File: src/logic/masking_cfg.svh
`ifndef MASKING_CFG_SVH
`define MASKING_CFG_SVH

// number of shares per masked value, the design also works with 3
`define NUM_SHARES 2

// cycles through the masked inverter
`define INV_LATENCY 3

// inverter plus the output register of the S-box
`define SBOX_LATENCY (`INV_LATENCY + 1)

`endif

File: src/logic/gf_pkg.sv
`default_nettype none

package gf_pkg;

    typedef logic [1:0] bv2_t;
    typedef logic [3:0] bv4_t;
    typedef logic [7:0] bv8_t;

    // GF(4) in normal basis (W^2, W), upper bit is the W^2 coefficient
    function automatic bv2_t gf4_mul(bv2_t a, bv2_t b);
        logic e;
        e = (a[1] ^ a[0]) & (b[1] ^ b[0]);
        return {e ^ (a[1] & b[1]), e ^ (a[0] & b[0])};
    endfunction

    function automatic bv2_t gf4_sq(bv2_t a);
        return {a[0], a[1]}; // also the inverse in GF(4)
    endfunction

    function automatic bv2_t gf4_scl_n(bv2_t a);
        return {a[0], a[1] ^ a[0]}; // N = W^2
    endfunction

    function automatic bv2_t gf4_sq_scl(bv2_t a);
        return {a[1], a[1] ^ a[0]};
    endfunction

    function automatic bv2_t gf4_mul_w(bv2_t a);
        return {a[1] ^ a[0], a[1]};
    endfunction

    // GF(16) over GF(4) with Z^2 + Z + N, normal basis (Z^4, Z)
    function automatic bv4_t gf16_mul(bv4_t a, bv4_t b);
        bv2_t e;
        e = gf4_scl_n(gf4_mul(a[3:2] ^ a[1:0], b[3:2] ^ b[1:0]));
        return {gf4_mul(a[3:2], b[3:2]) ^ e, gf4_mul(a[1:0], b[1:0]) ^ e};
    endfunction

    // scaling by nu = W*Z, the constant of Y^2 + Y + nu
    function automatic bv4_t gf16_scl_nu(bv4_t a);
        bv2_t s;
        s = a[3:2] ^ a[1:0];
        return {s, gf4_mul_w(a[1:0]) ^ s};
    endfunction

    function automatic bv4_t gf16_sq_scl(bv4_t a);
        bv2_t t;
        bv2_t s1;
        bv2_t s0;
        t = gf4_sq_scl(a[3:2] ^ a[1:0]);
        s1 = gf4_sq(a[3:2]) ^ t;
        s0 = gf4_sq(a[1:0]) ^ t;
        return gf16_scl_nu({s1, s0});
    endfunction

    function automatic bv4_t gf16_pow4(bv4_t a);
        return {a[1:0], a[3:2]}; // Frobenius over GF(4) swaps the halves
    endfunction

    // full GF(256) product in normal basis (Y^16, Y), only used to build the basis change
    function automatic bv8_t gf256_mul(bv8_t a, bv8_t b);
        bv4_t e;
        e = gf16_scl_nu(gf16_mul(a[7:4] ^ a[3:0], b[7:4] ^ b[3:0]));
        return {gf16_mul(a[7:4], b[7:4]) ^ e, gf16_mul(a[3:0], b[3:0]) ^ e};
    endfunction

    // a root of the AES polynomial x^8+x^4+x^3+x+1 in the tower field, 8'hff is one
    function automatic bv8_t poly_root();
        bv8_t t;
        bv8_t t2;
        bv8_t t4;
        bv8_t t8;
        for (int c = 1; c < 256; c++) begin
            t = bv8_t'(c);
            t2 = gf256_mul(t, t);
            t4 = gf256_mul(t2, t2);
            t8 = gf256_mul(t4, t4);
            if ((t8 ^ t4 ^ gf256_mul(t2, t) ^ t ^ 8'hff) == 8'h00) begin
                return t;
            end
        end
        return 8'h00;
    endfunction

    function automatic logic [7:0][7:0] calc_to_normal();
        logic [7:0][7:0] m;
        bv8_t root;
        bv8_t pw;
        root = poly_root();
        pw = 8'hff;
        for (int k = 0; k < 8; k++) begin
            m[k] = pw; // image of x^k
            pw = gf256_mul(pw, root);
        end
        return m;
    endfunction

    localparam logic [7:0][7:0] TO_NORMAL_COLS = calc_to_normal();

    function automatic bv8_t to_normal(bv8_t x);
        bv8_t y;
        y = '0;
        for (int k = 0; k < 8; k++) begin
            if (x[k]) y ^= TO_NORMAL_COLS[k];
        end
        return y;
    endfunction

    function automatic logic [7:0][7:0] calc_from_normal();
        logic [7:0][7:0] m;
        m = '0;
        for (int k = 0; k < 8; k++) begin
            for (int p = 0; p < 256; p++) begin
                if (to_normal(bv8_t'(p)) == bv8_t'(1 << k)) m[k] = bv8_t'(p);
            end
        end
        return m;
    endfunction

    localparam logic [7:0][7:0] FROM_NORMAL_COLS = calc_from_normal();

    function automatic bv8_t from_normal(bv8_t x);
        bv8_t y;
        y = '0;
        for (int k = 0; k < 8; k++) begin
            if (x[k]) y ^= FROM_NORMAL_COLS[k];
        end
        return y;
    endfunction

    // linear part of the AES affine map, polynomial basis
    function automatic bv8_t affine_lin(bv8_t x);
        bv8_t y;
        for (int i = 0; i < 8; i++) begin
            y[i] = x[i] ^ x[(i + 4) % 8] ^ x[(i + 5) % 8] ^ x[(i + 6) % 8] ^ x[(i + 7) % 8];
        end
        return y;
    endfunction

endpackage

`default_nettype wire

File: src/logic/mask_pkg.sv
`default_nettype none

`include "masking_cfg.svh"

package mask_pkg;
    import gf_pkg::*;

    typedef bv8_t [`NUM_SHARES-1:0] share8_t;
    typedef bv4_t [`NUM_SHARES-1:0] share4_t;
    typedef bv2_t [`NUM_SHARES-1:0] share2_t;

    function automatic int num_quad(int n);
        return n * (n - 1) / 2;
    endfunction

    // two shares just repeat one word, more shares use a ring
    function automatic int num_zero_random(int n);
        return (n == 2) ? 1 : n;
    endfunction

    // index of the share pair (i, j) with i < j
    function automatic int pair_idx(int i, int j);
        return i * `NUM_SHARES - i * (i + 1) / 2 + j - i - 1;
    endfunction

    localparam int NUM_QUAD = num_quad(`NUM_SHARES);
    localparam int NUM_ZERO = num_zero_random(`NUM_SHARES);

    typedef struct packed {
        bv4_t [NUM_QUAD-1:0]      front_r;
        bv4_t [NUM_QUAD-1:0]      front_p;
        bv2_t [NUM_QUAD-1:0]      theta_r;
        bv4_t [NUM_QUAD-1:0]      left_p;
        bv4_t [NUM_QUAD-1:0]      right_p;
        bv4_t [NUM_ZERO-1:0]      left_zero_raw;
        bv2_t [NUM_QUAD-1:0]      back_r;
        bv2_t [3:0][NUM_QUAD-1:0] back_p;
    } inv_random_t;

endpackage

`default_nettype wire

File: src/logic/share_delay.sv
`timescale 1ns/1ps
`default_nettype none

module share_delay #(
    parameter type T = logic,
    parameter int DEPTH = 1
) (
    input  logic clock,
    input  logic reset,
    input  T     d,
    output T     q
);

    T stage [DEPTH];

    always_ff @(posedge clock) begin
        if (reset) begin
            for (int k = 0; k < DEPTH; k++) begin
                stage[k] <= '0;
            end
        end else begin
            stage[0] <= d;
            for (int k = 1; k < DEPTH; k++) begin
                stage[k] <= stage[k-1];
            end
        end
    end

    assign q = stage[DEPTH-1];

endmodule

`default_nettype wire

File: src/logic/zero_sharing.sv
`timescale 1ns/1ps
`default_nettype none

`include "masking_cfg.svh"

module zero_sharing #(
    parameter int WIDTH = 4
) (
    input  logic                                                   clock,
    input  logic                                                   reset,
    input  logic [mask_pkg::num_zero_random(`NUM_SHARES)-1:0][WIDTH-1:0] raw,
    output logic [`NUM_SHARES-1:0][WIDTH-1:0]                      zero
);
    import mask_pkg::*;

    localparam int NS = `NUM_SHARES;
    localparam int NZ = num_zero_random(NS);

    logic [NS-1:0][WIDTH-1:0] zero_d;

    // each raw word lands in two neighbouring shares so the XOR of all shares is zero
    always_comb begin
        for (int i = 0; i < NS; i++) begin
            if (NZ == 1) zero_d[i] = raw[0];
            else zero_d[i] = raw[i % NZ] ^ raw[(i + 1) % NZ];
        end
    end

    always_ff @(posedge clock) begin
        if (reset) zero <= '0;
        else zero <= zero_d;
    end

endmodule

`default_nettype wire

File: src/logic/masked_gf_mul.sv
`timescale 1ns/1ps
`default_nettype none

`include "masking_cfg.svh"

module masked_gf_mul #(
    parameter int WIDTH = 4,
    parameter int SKEW = 0
) (
    input  logic                                                 clock,
    input  logic                                                 reset,
    input  logic [`NUM_SHARES-1:0][WIDTH-1:0]                    a,
    input  logic [`NUM_SHARES-1:0][WIDTH-1:0]                    b,
    input  logic [mask_pkg::num_quad(`NUM_SHARES)-1:0][WIDTH-1:0] r,
    input  logic [mask_pkg::num_quad(`NUM_SHARES)-1:0][WIDTH-1:0] p,
    output logic [`NUM_SHARES-1:0][WIDTH-1:0]                    c
);
    import gf_pkg::*;
    import mask_pkg::*;

    localparam int NS = `NUM_SHARES;

    typedef logic [NS-1:0][WIDTH-1:0] vec_t;

    vec_t b_al;
    vec_t b_ref;
    logic [NS-1:0][NS-1:0][WIDTH-1:0] term_d;
    logic [NS-1:0][NS-1:0][WIDTH-1:0] term_q;

    function automatic logic [WIDTH-1:0] fmul(logic [WIDTH-1:0] x, logic [WIDTH-1:0] y);
        if (WIDTH == 2) return WIDTH'(gf4_mul(bv2_t'(x), bv2_t'(y)));
        return WIDTH'(gf16_mul(bv4_t'(x), bv4_t'(y)));
    endfunction

    generate
        if (SKEW > 0) begin : g_skew
            share_delay #(.T(vec_t), .DEPTH(SKEW)) b_delay (
                .clock(clock),
                .reset(reset),
                .d(b),
                .q(b_al)
            );
        end else begin : g_direct
            assign b_al = b;
        end
    endgenerate

    // refresh b with a sharing of zero built from the pair words
    always_comb begin
        b_ref = b_al;
        for (int i = 0; i < NS; i++) begin
            for (int j = i + 1; j < NS; j++) begin
                b_ref[i] ^= r[pair_idx(i, j)];
                b_ref[j] ^= r[pair_idx(i, j)];
            end
        end
    end

    always_comb begin
        for (int i = 0; i < NS; i++) begin
            for (int j = 0; j < NS; j++) begin
                term_d[i][j] = fmul(a[i], b_ref[j]);
                if (i < j) term_d[i][j] ^= p[pair_idx(i, j)]; // same mask cancels in (j, i)
                else if (i > j) term_d[i][j] ^= p[pair_idx(j, i)];
            end
        end
    end

    always_ff @(posedge clock) begin
        if (reset) term_q <= '0;
        else term_q <= term_d;
    end

    always_comb begin
        for (int i = 0; i < NS; i++) begin
            c[i] = '0;
            for (int j = 0; j < NS; j++) begin
                c[i] ^= term_q[i][j];
            end
        end
    end

endmodule

`default_nettype wire

File: src/logic/masked_gf16_theta.sv
`timescale 1ns/1ps
`default_nettype none

`include "masking_cfg.svh"

module masked_gf16_theta (
    input  logic                                              clock,
    input  logic                                              reset,
    input  mask_pkg::share4_t                                 a,
    input  gf_pkg::bv2_t [mask_pkg::num_quad(`NUM_SHARES)-1:0] r,
    output mask_pkg::share2_t                                 theta
);
    import gf_pkg::*;
    import mask_pkg::*;

    localparam int NS = `NUM_SHARES;

    bv2_t [NS-1:0][NS-1:0] term_d;
    bv2_t [NS-1:0][NS-1:0] term_q;
    bv2_t                  norm;

    // norm of the nibble is hi*lo + N*(hi+lo)^2, only the product needs masking
    always_comb begin
        for (int i = 0; i < NS; i++) begin
            for (int j = 0; j < NS; j++) begin
                term_d[i][j] = gf4_mul(a[i][3:2], a[j][1:0]);
                if (i == j) term_d[i][j] ^= gf4_sq_scl(a[i][3:2] ^ a[i][1:0]);
                else if (i < j) term_d[i][j] ^= r[pair_idx(i, j)];
                else term_d[i][j] ^= r[pair_idx(j, i)];
            end
        end
    end

    always_ff @(posedge clock) begin
        if (reset) term_q <= '0;
        else term_q <= term_d;
    end

    always_comb begin
        for (int i = 0; i < NS; i++) begin
            norm = '0;
            for (int j = 0; j < NS; j++) begin
                norm ^= term_q[i][j];
            end
            theta[i] = gf4_sq(norm); // inverse of the norm in GF(4)
        end
    end

endmodule

`default_nettype wire

File: src/logic/masked_gf256_inv.sv
`timescale 1ns/1ps
`default_nettype none

`include "masking_cfg.svh"

module masked_gf256_inv (
    input  logic                  clock,
    input  logic                  reset,
    input  mask_pkg::share8_t     a,
    input  mask_pkg::inv_random_t rnd,
    output mask_pkg::share8_t     b
);
    import gf_pkg::*;
    import mask_pkg::*;

    localparam int NS = `NUM_SHARES;

    typedef share4_t [1:0] nib_pair_t;
    typedef share2_t [3:0] half_quad_t;

    share4_t     hi_t0;
    share4_t     lo_t0;
    nib_pair_t   nib_t1;
    inv_random_t rnd_t1;
    inv_random_t rnd_t2;
    share4_t     mul_t1;
    share4_t     xor_t1;
    share4_t     d4_t1;
    share4_t     d4_left_t1;
    share4_t     zero_t1;
    share2_t     theta_t2;
    share4_t     left_t2;
    share4_t     right_t2;
    half_quad_t  half_t2;
    half_quad_t  back_t3;

    always_comb begin
        for (int i = 0; i < NS; i++) begin
            hi_t0[i] = a[i][7:4];
            lo_t0[i] = a[i][3:0];
        end
    end

    share_delay #(.T(inv_random_t), .DEPTH(1)) rnd_d1 (
        .clock(clock), .reset(reset), .d(rnd), .q(rnd_t1)
    );
    share_delay #(.T(inv_random_t), .DEPTH(1)) rnd_d2 (
        .clock(clock), .reset(reset), .d(rnd_t1), .q(rnd_t2)
    );
    share_delay #(.T(nib_pair_t), .DEPTH(1)) nib_d1 (
        .clock(clock), .reset(reset), .d({hi_t0, lo_t0}), .q(nib_t1)
    );

    masked_gf_mul #(.WIDTH(4), .SKEW(0)) mul_front (
        .clock(clock), .reset(reset),
        .a(hi_t0), .b(lo_t0), .r(rnd.front_r), .p(rnd.front_p), .c(mul_t1)
    );

    zero_sharing #(.WIDTH(4)) left_zero (
        .clock(clock), .reset(reset), .raw(rnd.left_zero_raw), .zero(zero_t1)
    );

    // d = hi*lo + nu*(hi+lo)^2, then d^4 which is d^-1 up to the GF(4) norm
    always_comb begin
        for (int i = 0; i < NS; i++) begin
            xor_t1[i] = nib_t1[1][i] ^ nib_t1[0][i];
            d4_t1[i] = gf16_pow4(mul_t1[i] ^ gf16_sq_scl(xor_t1[i]));
        end
        d4_left_t1 = d4_t1 ^ zero_t1; // fresh sharing of d^4 for the left product
    end

    masked_gf16_theta c_theta (
        .clock(clock), .reset(reset), .a(d4_t1), .r(rnd_t1.theta_r), .theta(theta_t2)
    );

    masked_gf_mul #(.WIDTH(4), .SKEW(0)) mul_left (
        .clock(clock), .reset(reset),
        .a(nib_t1[1]), .b(d4_left_t1), .r(rnd_t1.front_r), .p(rnd_t1.left_p), .c(left_t2)
    );

    // low nibble enters at cycle 0 and is aligned inside the gadget
    masked_gf_mul #(.WIDTH(4), .SKEW(1)) mul_right (
        .clock(clock), .reset(reset),
        .a(d4_t1), .b(lo_t0), .r(rnd_t1.front_r), .p(rnd_t1.right_p), .c(right_t2)
    );

    // the low nibble's product forms the high output nibble and vice versa
    always_comb begin
        for (int i = 0; i < NS; i++) begin
            half_t2[3][i] = right_t2[i][3:2];
            half_t2[2][i] = right_t2[i][1:0];
            half_t2[1][i] = left_t2[i][3:2];
            half_t2[0][i] = left_t2[i][1:0];
        end
    end

    for (genvar k = 0; k < 4; k++) begin : g_back
        masked_gf_mul #(.WIDTH(2), .SKEW(0)) mul_back (
            .clock(clock), .reset(reset),
            .a(half_t2[k]), .b(theta_t2), .r(rnd_t2.back_r), .p(rnd_t2.back_p[k]),
            .c(back_t3[k])
        );
    end

    always_comb begin
        for (int i = 0; i < NS; i++) begin
            b[i] = {back_t3[3][i], back_t3[2][i], back_t3[1][i], back_t3[0][i]};
        end
    end

endmodule

`default_nettype wire

File: src/logic/masked_sbox.sv
`timescale 1ns/1ps
`default_nettype none

`include "masking_cfg.svh"

module masked_sbox (
    input  logic                  clock,
    input  logic                  reset,
    input  logic                  start,
    input  mask_pkg::share8_t     x_shares,
    input  mask_pkg::inv_random_t rnd,
    output logic                  done,
    output mask_pkg::share8_t     y_shares
);
    import gf_pkg::*;
    import mask_pkg::*;

    localparam int NS = `NUM_SHARES;

    share8_t x_norm;
    share8_t inv_out;
    share8_t y_next;

    // all basis maps are linear so each share goes through on its own
    always_comb begin
        for (int i = 0; i < NS; i++) begin
            x_norm[i] = to_normal(x_shares[i]);
        end
    end

    masked_gf256_inv inv0 (
        .clock(clock),
        .reset(reset),
        .a(x_norm),
        .rnd(rnd),
        .b(inv_out)
    );

    always_comb begin
        for (int i = 0; i < NS; i++) begin
            y_next[i] = affine_lin(from_normal(inv_out[i]));
        end
        y_next[0] ^= 8'h63; // affine constant goes into one share only
    end

    always_ff @(posedge clock) begin
        if (reset) y_shares <= '0;
        else y_shares <= y_next;
    end

    share_delay #(.T(logic), .DEPTH(`SBOX_LATENCY)) start_pipe (
        .clock(clock),
        .reset(reset),
        .d(start),
        .q(done)
    );

endmodule

`default_nettype wire

File: config.mk
export PLATFORM = sky130hd
export DESIGN_NAME = masked_sbox
export DESIGN_NICKNAME = d
export VERILOG_FILES = /design/src/logic/gf_pkg.sv /design/src/logic/mask_pkg.sv /design/src/logic/share_delay.sv /design/src/logic/zero_sharing.sv /design/src/logic/masked_gf_mul.sv /design/src/logic/masked_gf16_theta.sv /design/src/logic/masked_gf256_inv.sv /design/src/logic/masked_sbox.sv
export VERILOG_INCLUDE_DIRS = /design/src /design/src/logic
export SDC_FILE = /design/constraint.sdc
export NUM_CORES = 1
export LEC_CHECK = 0
export ABC_CLOCK_PERIOD_IN_PS = 2750
export BUFFER_PORTS_ARGS = -buffer_cell sky130_fd_sc_hd__buf_2
export CORE_MARGIN = 2
export CORE_UTILIZATION = 57
export DETAILED_ROUTE_END_ITERATION = 8
export GPL_TIMING_DRIVEN = 1
export PLACE_DENSITY = 0.78
export REMOVE_ABC_BUFFERS = 1
export SKIP_CTS_REPAIR_TIMING = 1
export SLEW_MARGIN = 5
export SYNTH_ARGS = -nofsm -noshare
export SYNTH_HDL_FRONTEND = slang
export SYNTH_HIERARCHICAL = 1
export SYNTH_SLANG_ARGS = --single-unit
export TNS_END_PERCENT = 100
File: constraint.sdc
create_clock -name clock -period 2.75 [get_ports clock]
set_clock_uncertainty 0.05 [all_clocks]
set_input_delay 0.1375 -clock clock [delete_from_list [all_inputs] [get_ports clock]]
set_output_delay 0.1375 -clock clock [all_outputs]
set_load 0.05 [all_outputs]
**After elaboration in Yosys (flattened, before gate mapping)**

Memories as Yosys holds them, arrays and structs flattened.
Index checks and enable logic that the tools add are counted.

- Output and inout port bits: 17
- Bits of input ports: 51
- Memories: 5
- Word-level logic and storage cells: 615
- Flip-flop bits (word level): 108
- Memory bits (writable): 92

- Mux-type cells: 47
- Bitwise gates (word level): 524
- Reductions and logical operators: 4

Memory list:

| memory | depth | width | read ports | clocked after memory_dff | wr ports | line | RTL |
|---|---|---|---|---|---|---|---|
| inv0.rnd_d1.stage | 1 | 32 | 1 | 0 | 1 | share_delay.sv:14 | `T stage [DEPTH];` |
| inv0.rnd_d2.stage | 1 | 32 | 1 | 0 | 1 | share_delay.sv:14 |  |
| inv0.nib_d1.stage | 1 | 16 | 1 | 0 | 1 | share_delay.sv:14 |  |
| inv0.mul_right.g_skew.b_delay.stage | 1 | 8 | 1 | 0 | 1 | share_delay.sv:14 |  |
| start_pipe.stage | 4 | 1 | 4 | 0 | 4 | share_delay.sv:14 |  |

Operators with widths:

| cell | number |
|---|---|
| 1-bit XOR | 230 |
| 1-bit AND | 168 |
| 8-bit two-way mux | 21 |
| 2-bit XOR | 70 |
| 4-bit XOR | 22 |
| 32-bit two-way mux | 2 |
| 32-bit OR reduction | 2 |
| 4-bit inverter | 15 |
| 7-bit two-way mux | 6 |
| 6-bit inverter | 4 |
| 5-bit two-way mux | 4 |
| 5-bit inverter | 4 |
| 16-bit two-way mux | 1 |
| 16-bit OR reduction | 1 |
| 6-bit two-way mux | 2 |
| 1-bit two-way mux | 11 |
| 2-bit inverter | 4 |
| 8-bit OR reduction | 1 |
| 8-bit XOR | 1 |
| 3-bit inverter | 2 |
| 1-bit OR | 4 |

**Longest topological paths before layout**

Gate-level depths: netlist of run 1.

- Depth after elaboration: 23
- Mapped depth: 9
- Mapped depth without buffers: 8

**Cells and area by module**

The synthesis of run 1 kept the hierarchy.

Modules (own cells, without submodules):

| module | seq. area each (um^2) | times used | cells an instance | area an instance (um^2) |
|---|---|---|---|---|
| masked_gf_mul (inv0.mul_front ...) | 320.3 | 3 | 244 | 1969.4 |
| masked_gf_mul (inv0.g_back[0].mul_back ...) | 160.2 | 4 | 104 | 788.3 |
| share_delay (inv0.rnd_d1 ...) | 640.6 | 2 | 67 | 863.3 |
| masked_sbox | 320.3 | 1 | 96 | 1116.1 |
| masked_gf16_theta | 160.2 | 1 | 91 | 817.0 |
| share_delay (inv0.nib_d1) | 320.3 | 1 | 33 | 464.2 |
| masked_gf256_inv | 0.0 | 1 | 29 | 450.4 |
| share_delay (inv0.mul_right.g_skew.b_delay) | 160.2 | 1 | 16 | 210.2 |
| zero_sharing | 80.1 | 1 | 12 | 135.1 |
| share_delay (start_pipe) | 80.1 | 1 | 8 | 105.1 |

**Worst setup path after synthesis of run 1**

No wires, ideal clock.

- Kind: reg-to-reg
- Start: reg inv0/c_theta/term_q[4] (netlist name)
- End: reg inv0/g_back[0].mul_back/term_q[3] (netlist name)
- Path slack: 99 ps
- Setup time: 134 ps
- Buffers on the path: 0
- Required time: 2566 ps
- Clock period less this slack: 2651 ps
- Stages on the path, launching flop included: 6
- Data arrival time: 2467 ps
- Cells stage by stage: dfxtp_1 -> xor2_1 -> xnor2_1 -> nor3_1 -> or4_1 -> or4_1

RTL lines:

| element | line | RTL |
|---|---|---|
| from (decl) | masked_gf16_theta.sv:19 | `bv2_t [NS-1:0][NS-1:0] term_q;` |
| from (signal assigned) | masked_gf16_theta.sv:36 | `else term_q <= term_d;` |
| to (signal assigned) | masked_gf_mul.sv:71 | `else term_q <= term_d;` |
| to (decl) | masked_gf_mul.sv:28 | `logic [NS-1:0][NS-1:0][WIDTH-1:0] term_q;` |

==> flow_summary.json, run 1 <==
{
  "die_h_microns": 156.7,
  "final_cell_mix": "dfxtp_1, buf_4, xor2_1, xnor2_1, o211ai_1",
  "maxSlewHeadroom": 0.3693,
  "gp_congestion": 0.9409,
  "port_buffers": 67,
  "gr-usage-met3": 0.04182,
  "cts_tree": "done",
  "whs_ps": 9.669,
  "holdPathStages": 2,
  "cp_slowest_cell": "xnor3_2",
  "cap_violations": 0,
  "io_pins": 68,
  "hold_viol_final": 0,
  "grt_antenna_before_repair": 0,
  "dr_total_vias": 12240,
  "met2_usage": 0.4942,
  "fin_crit_sh": 0.9789,
  "clock_path_buffers": 2,
  "use_met1": 0.3421,
  "crit_required_ps": 3010,
  "crit_type": "reg2reg",
  "start_util": 0.5831,
  "cts_buffers": 17,
  "worst_pin_slew_ps": 942.9,
  "hp-start": "rnd[29]",
  "busiest_layer": "met2",
  "crit_chain": "xnor3_1 > xnor3_2 > xnor2_4 > buf_4 > mux2i_1 > a221o_1 > o211ai_1 > nand4_1",
  "cp_max_fo": 5,
  "postRouteAntennaNets": 0,
  "drt-initial-drc-count": 865,
  "layout_min_cycle_time_ps": 2692,
  "ff2ff_path_depth": 8,
  "syn_area_sq_um": 13280,
  "clkLatencyLatePin_ps": 440,
  "r2r_start": "inv0/nib_d1/stage[0][1]$_SDFF_PP0_",
  "yosysWarnings": 6,
  "routedWlPerCell_microns": 17.48,
  "synthesis.instances": 1505,
  "coreArea_sq_um": 22780,
  "rows": 55,
  "grt_pass1_vias": 11320,
  "cts_root_buf": "clkbuf_16",
  "grt_use_total": 0.2798,
  "num_antenna_cells": 0,
  "layout-drive-gt1-share": 0.1977,
  "dp_hpwl_mm": 25.37,
  "setup_ws_ps": 58.09,
  "rrSetupSlack_ps": 60,
  "drc": 0,
  "routed_wl_mm": 34.65,
  "die_w_microns": 156.7,
  "crit_path_end_kind": "flip-flop",
  "path_buf_inv": 1,
  "dp_slack_ps": -11.47,
  "design.die.area_sq_um": 24540,
  "max_stage_delay_ps": 480,
  "setup_viol": 0,
  "hold_path_end": "inv0/rnd_d1/stage[0][29]$_SDFF_PP0_",
  "cts.htree.levels": 4,
  "cp-start-kind": "flip-flop",
  "r2r_end": "inv0/mul_left/term_q[8]$_SDFF_PP0_",
  "final.setup.tns_ps": 0,
  "gr-total-overflow": 0,
  "area_delta_synth_final_pct": 17.71,
  "clock-sinks": 170,
  "run_status": "finished clean",
  "avgViaCountPerCell": 6.177,
  "final_common_cell": "dfxtp_1",
  "critPathTopFamily": "XOR/XNOR gates",
  "avgSynthCellArea_sq_um": 8.826,
  "grt_max_degree": 68,
  "worst_ep_arrival_time_ps": 2950,
  "final-max-slew-violation-count": 0,
  "num-nets-final": 1711,
  "fmax_mhz": 371.5,
  "hold_class": "in2reg",
  "first_pass_iters": 7,
  "grt_pass1_wl_mm": 55.52,
  "path_clk_slew_ps": 70
}
## final cells by class
cell class | instances | area, sq um
multi-input combinational | 1236 | 9657
fill | 1767 | 7143
sequential | 170 | 3406
timing repair buffer | 210 | 1495
clock buffer | 17 | 425.4
tap | 313 | 391.6
clock inverter | 15 | 181.4
inverter | 21 | 78.83
## worst max-delay path by stage
stage,startpoint,endpoint,cells past startpoint
final,inv0/nib_d1/stage[0][1]$_SDFF_PP0_,inv0/mul_left/term_q[8]$_SDFF_PP0_,8
after global routing,inv0/nib_d1/stage[0][0]$_SDFF_PP0_,inv0/mul_left/term_q[11]$_SDFF_PP0_,7
after CTS,inv0/nib_d1/stage[0][1]$_SDFF_PP0_,inv0/mul_left/term_q[10]$_SDFF_PP0_,7
after detailed placement,inv0/nib_d1/stage[0][1]$_SDFF_PP0_,inv0/mul_left/term_q[10]$_SDFF_PP0_,7
after global placement,inv0/nib_d1/stage[0][0]$_SDFF_PP0_,inv0/mul_left/term_q[3]$_SDFF_PP0_,7
after floorplan,inv0/nib_d1/stage[0][12]$_SDFF_PP0_,inv0/mul_right/term_q[11]$_SDFF_PP0_,6
## sequential cells by signal (all words and copies together), names as in the netlist
name and count:
inv0/rnd_d1/stage 24, inv0/mul_right/term_q 16, y_shares 16, inv0/mul_right/g_skew.b_delay/stage 8
start_pipe/stage 4, inv0/rnd_d2/stage 10, inv0/c_theta/term_q 8, inv0/mul_front/term_q 16
inv0/g_back.mul_back/term_q 32, inv0/mul_left/term_q 16, inv0/left_zero/zero 4, inv0/nib_d1/stage 16
## routing by layer
layer / vias up / wire length, microns
li1: 5951 / -
met1: 5753 / 14450
met4: 0 / 1249
met3: 100 / 1748
met2: 439 / 17200
met5: - / 0
## per-stage QoR
step                      cell area (sq um)  utilization  cells
after CTS                             15180       0.6663   1953
after detailed placement              14570       0.6397   1921
after global routing                  15640       0.6864   1982
after global placement                14570       0.6397   1921
after floorplan                       12920            -   1426
final                                 15640       0.6864   1982
Power of run 1 is left out: the tool's default activity adds up to more than one toggle a clock period on the data nets, which glitch-free logic cannot reach.
==> inputs of run 2 (changes only) <==
CORE_UTILIZATION = 46   (was 57)
PLACE_DENSITY = 0.65   (was 0.78)
==> run 2 against run 1 <==
Hold slack improved by 14 ps. Critical path depth up 1. Sequential cell count unchanged. Cell area increased by 1.4%. Fmax is 1.3% lower. Via count fell by 1.3%. Worst setup slack worse by 35 ps. Critical path type unchanged. Largest cell class unchanged. Highest routed layer is now met5.
==> flow_summary.json, run 2 (synthesis gave the netlist of run 1 again) <==
{
  "cp_max_fo": 3,
  "final_cell_mix": "dfxtp_1, buf_4, xor2_1, xnor2_1, o211ai_1",
  "path_clk_slew_ps": 80,
  "dr_total_vias": 12090,
  "gp_congestion": 0.8972,
  "num-nets-final": 1713,
  "cts_tree": "done",
  "avgViaCountPerCell": 5.882,
  "hold_viol_final": 0,
  "area_delta_synth_final_pct": 19.38,
  "clock-sinks": 170,
  "postLayoutCellArea_sq_um": 15860,
  "rows": 62,
  "port_buffers": 67,
  "worst_pin_slew_ps": 876.6,
  "run_status": "finished clean",
  "layout-drive-gt1-share": 0.2029,
  "grt_antenna_before_repair": 1,
  "grt_setup_unrepaired": "yes",
  "crit_chain": "xnor3_2 > xnor3_2 > xnor2_4 > buf_4 > xnor2_2 > buf_4 > nor3_1 > a311o_1 > mux2i_1",
  "io_pins": 68,
  "rrSetupSlack_ps": 20,
  "drt-initial-drc-count": 790,
  "cts_root_buf": "clkbuf_16",
  "clock_path_buffers": 2,
  "crit_path_end_kind": "flip-flop",
  "dp_hpwl_mm": 26.95,
  "final-max-slew-violation-count": 0,
  "start_util": 0.4653,
  "place_area_sq_um": 14670,
  "grt_pass1_wl_mm": 57.03,
  "met2_usage": 0.4089,
  "fin_crit_sh": 0.9917,
  "postRouteAntennaNets": 0,
  "routed_wl_mm": 35.60,
  "die_h_microns": 173.9,
  "clkLatencyLatePin_ps": 440,
  "design.die.area_sq_um": 30250,
  "gr-total-overflow": 0,
  "top_regs": "inv0/g_back.mul_back/term_q (32), inv0/rnd_d1/stage (24)",
  "cp-start-kind": "flip-flop",
  "gr-usage-met3": 0.03675,
  "max_stage_delay_ps": 510,
  "hold_class": "in2reg",
  "final_common_cell": "dfxtp_1",
  "grt_use_total": 0.2325,
  "use_met1": 0.2862,
  "largest_reg_flops": 32,
  "worst_ep_arrival_time_ps": 3000,
  "setup_viol": 0,
  "die_w_microns": 173.9,
  "num_antenna_cells": 0,
  "cp_slowest_cell": "xnor3_2",
  "cts_buffers": 17,
  "cts.htree.levels": 4,
  "maxSlewHeadroom": 0.4136,
  "busiest_layer": "met2",
  "grt_pass1_vias": 11000,
  "crit_type": "reg2reg",
  "first_pass_iters": 5,
  "fmax_mhz": 366.7,
  "crit_required_ps": 3020,
  "routedWlPerCell_microns": 17.32,
  "layout_min_cycle_time_ps": 2727,
  "cap_violations": 0,
  "coreArea_sq_um": 28550,
  "drc": 0,
  "grt_max_degree": 91,
  "top_register": "inv0/g_back.mul_back/term_q"
}
[run 2: changes by cell type in the layout (fill, tap and decap cells not counted), sizes merged]
cell	previous run	this run
clkinvlp	3	0
clkinv	5	7
buf	183	184
clkbuf	17	18
dlygate4sd3	27	28
inv	27	28
xnor2	131	130
[run 2: through the flow]
step | hold slack, ps | worst slack, ps | std cells | util | setup TNS [ps]
6_report | 24.10 | 22.93 | 2055 | 0.5554 | 0
5_1_grt | 16.43 | -67.48 | 2055 | 0.5554 | -384.4
4_1_cts | -170.0 | -71.91 | 2020 | 0.5352 | -221.4
3_5_place_dp | 302.4 | -54.40 | 1988 | 0.5140 | -102.9
3_3_place_gp | 294.0 | 10.20 | 1988 | 0.5140 | 0
2_1_floorplan | 153.3 | -461.5 | 1426 | - | -7462
[run 2: worst paths after layout]
| path | start | to | cells after the start |
|---|---|---|---|
| worst max-delay path | inv0/nib_d1/stage[0][0]$_SDFF_PP0_ | inv0/mul_left/term_q[1]$_SDFF_PP0_ | 9 |
| worst min-delay path | rnd[31] | inv0/rnd_d1/stage[0][31]$_SDFF_PP0_ | 2 |
| worst max register to register | inv0/nib_d1/stage[0][0]$_SDFF_PP0_ | inv0/mul_left/term_q[1]$_SDFF_PP0_ | 9 |
| worst min register to register | inv0/rnd_d1/stage[0][7]$_SDFF_PP0_ | inv0/rnd_d2/stage[0][7]$_SDFF_PP0_ | 1 |
[run 2: final cells by class]
type | instances | area (sq um)
sequential | 170 | 3403
clock inverter | 15 | 178.9
clock buffer | 17 | 425.4
fill | 2627 | 12690
inverter | 21 | 78.83
timing repair buffer | 213 | 1555
tap | 384 | 480.5
multi-input combinational | 1235 | 9734
[run 2: critical path, delay by kind of cell (launching register included)]
family / cells / cell delay, ps
XOR/XNOR: 4 / 1320
AO/OA/AOI/OAI: 1 / 380
flip-flops: 1 / 370
buffers and inverters: 2 / 300
multiplexers: 1 / 140
AND/OR/NAND/NOR: 1 / 50
[run 2: routing by layer]
metal,wire length (microns),part of all wire
met5,13,0.00037
met4,952,0.027
met3,1779,0.050
met2,17910,0.50
met1,14940,0.42
Power of run 2 is left out for the same reason.
==> inputs of run 3 (changes only) <==
CELL_PAD_IN_SITES_DETAIL_PLACEMENT = 0   (was default)
CELL_PAD_IN_SITES_GLOBAL_PLACEMENT = 1   (was default)
CORE_UTILIZATION = 44   (was 46)
PLACE_DENSITY = default   (was 0.65)
PLACE_DENSITY_LB_ADDON = 0.1   (was default)
==> run 3 against run 2 <==
Worst setup slack worse by 0.73 ps. Critical path depth did not move. Critical endpoint is now inv0/mul_left/term_q[0]$_SDFF_PP0_. Highest routed layer is now met4. Die area increased by 4.4%. Sequential share of layout area fell by 0.25 points.
==> flow_summary.json, run 3 (synthesis gave the netlist of run 1 again) <==
{
  "run_status": "finished clean",
  "num_antenna_cells": 0,
  "io_pins": 68,
  "final_cells": 2080,
  "hold_class": "in2reg",
  "top_register": "inv0/g_back.mul_back/term_q",
  "drt-initial-drc-count": 1083,
  "critPathLaunch": "inv0/mul_front/term_q[6]$_SDFF_PP0_",
  "maxSlewHeadroom": 0.2472,
  "cts.htree.levels": 4,
  "cp-start-kind": "flip-flop",
  "crit_type": "reg2reg",
  "clkLatencyLatePin_ps": 450,
  "grt_max_degree": 62,
  "final.setup.tns_ps": 0,
  "coreArea_sq_um": 29720,
  "rrSetupSlack_ps": 20,
  "avgViaCountPerCell": 5.732,
  "ff2ff_path_depth": 9,
  "layout_min_cycle_time_ps": 2728,
  "path_buf_inv": 1,
  "final_cell_mix": "dfxtp_1, buf_4, xor2_1, xnor2_1, o211ai_1",
  "final_common_cell": "dfxtp_1",
  "grt_pass1_vias": 10560,
  "top_regs": "inv0/g_back.mul_back/term_q (32), inv0/rnd_d1/stage (24)",
  "clock_path_buffers": 2,
  "routed_wl_mm": 36.26,
  "cp_max_fo": 7,
  "grt_antenna_before_repair": 0,
  "critPathTopFamily": "XOR/XNOR gates",
  "crit_chain": "xor2_2 > xnor3_1 > xnor3_2 > xnor2_4 > buf_4 > nor2_1 > o21ai_0 > o211ai_1 > a21oi_1",
  "crit_path_end_kind": "flip-flop",
  "placedCellCount": 2012,
  "max_stage_delay_ps": 410,
  "design.die.area_sq_um": 31590,
  "largest_reg_flops": 32,
  "grt_pass1_wl_mm": 56.88,
  "gp_congestion": 0.8712,
  "worst_ep_arrival_time_ps": 3050,
  "postRouteAntennaNets": 0,
  "first_pass_iters": 7,
  "cp_slowest_cell": "o21ai_0",
  "clock-sinks": 170,
  "cts_root_buf": "clkbuf_16",
  "die_w_microns": 177.7,
  "hp-start": "rnd[26]",
  "cap_violations": 0,
  "hold_viol_final": 0,
  "r2r_start": "inv0/mul_front/term_q[6]$_SDFF_PP0_",
  "die_h_microns": 177.7,
  "start_util": 0.4470,
  "layout-drive-gt1-share": 0.2124,
  "r2r_end": "inv0/mul_left/term_q[0]$_SDFF_PP0_",
  "rows": 63,
  "worst_pin_slew_ps": 1125,
  "path_clk_slew_ps": 80,
  "grt_use_total": 0.2270,
  "cts_tree": "done",
  "fin_crit_sh": 0.9919,
  "hold_path_end": "inv0/mul_front/term_q[10]$_SDFF_PP0_",
  "dr_total_vias": 11920,
  "area_delta_synth_final_pct": 20.85,
  "port_buffers": 67,
  "cts_buffers": 17,
  "gr-total-overflow": 0,
  "routedWlPerCell_microns": 17.43,
  "fmax_mhz": 366.6,
  "setup_viol": 0,
  "dp_hpwl_mm": 27.20,
  "final-max-slew-violation-count": 0,
  "drc": 0,
  "num-nets-final": 1732,
  "crit_required_ps": 3080,
  "holdPathStages": 4
}
[run 3: cell count changes in the layout (fill, tap and decap cells not counted), sizes merged]
cell / delta
buf: +20
bufinv: +1
clkbuf: -1
clkinv: -3
clkinvlp: +2
[run 3: how the worst max path moves through the flow]
stage | endpoint | cells past startpoint | slack [ps]
detailed placement | inv0/mul_left/term_q[15]$_SDFF_PP0_ | 8 | -200
finish | inv0/mul_left/term_q[0]$_SDFF_PP0_ | 9 | 20
global route | inv0/mul_left/term_q[15]$_SDFF_PP0_ | 11 | -30
floorplan | inv0/mul_right/term_q[11]$_SDFF_PP0_ | 6 | -460
global placement | inv0/mul_left/term_q[15]$_SDFF_PP0_ | 8 | -140
CTS | inv0/mul_left/term_q[15]$_SDFF_PP0_ | 8 | -260
[run 3: worst reg2reg max path, stage by stage (launching register included)]
cell and delay, ps:
dfxtp_1 390, xor2_2 220, xnor3_1 290, xnor3_2 310
xnor2_4 390, buf_4 200, nor2_1 60, o21ai_0 410
o211ai_1 150, a21oi_1 180
[run 3: final cells by class]
cell class | count | area, sq um
clock buffers | 17 | 425.4
multi-input cells | 1235 | 9761
inverters | 21 | 78.83
repair buffers | 232 | 1713
well taps | 390 | 488.0
flip-flops and latches | 170 | 3405
fillers | 2729 | 13670
clock inverters | 15 | 181.4
[run 3: per-layer routing]
metal | track usage | vias up | wire (microns)
li1 | - | 5981 | -
met1 | 0.2990 | 5586 | 16660
met2 | 0.3897 | 304 | 17680
met3 | 0.02871 | 51 | 1299
met4 | 0.06182 | 0 | 620
met5 | 0 | - | 0
[run 3: through the flow]
stage	setup slack, ps	hold slack [ps]	area (sq um)	utilization
6_report	22.19	10.11	16050	0.5401
5_1_grt	-28.43	24.24	16050	0.5401
4_1_cts	-256.8	-176.8	15440	0.5194
3_5_place_dp	-198.6	299.1	14830	0.4990
3_3_place_gp	-143.0	293.2	14830	0.4990
2_1_floorplan	-461.5	153.3	12920	-
Power of run 3 is left out for the same reason.
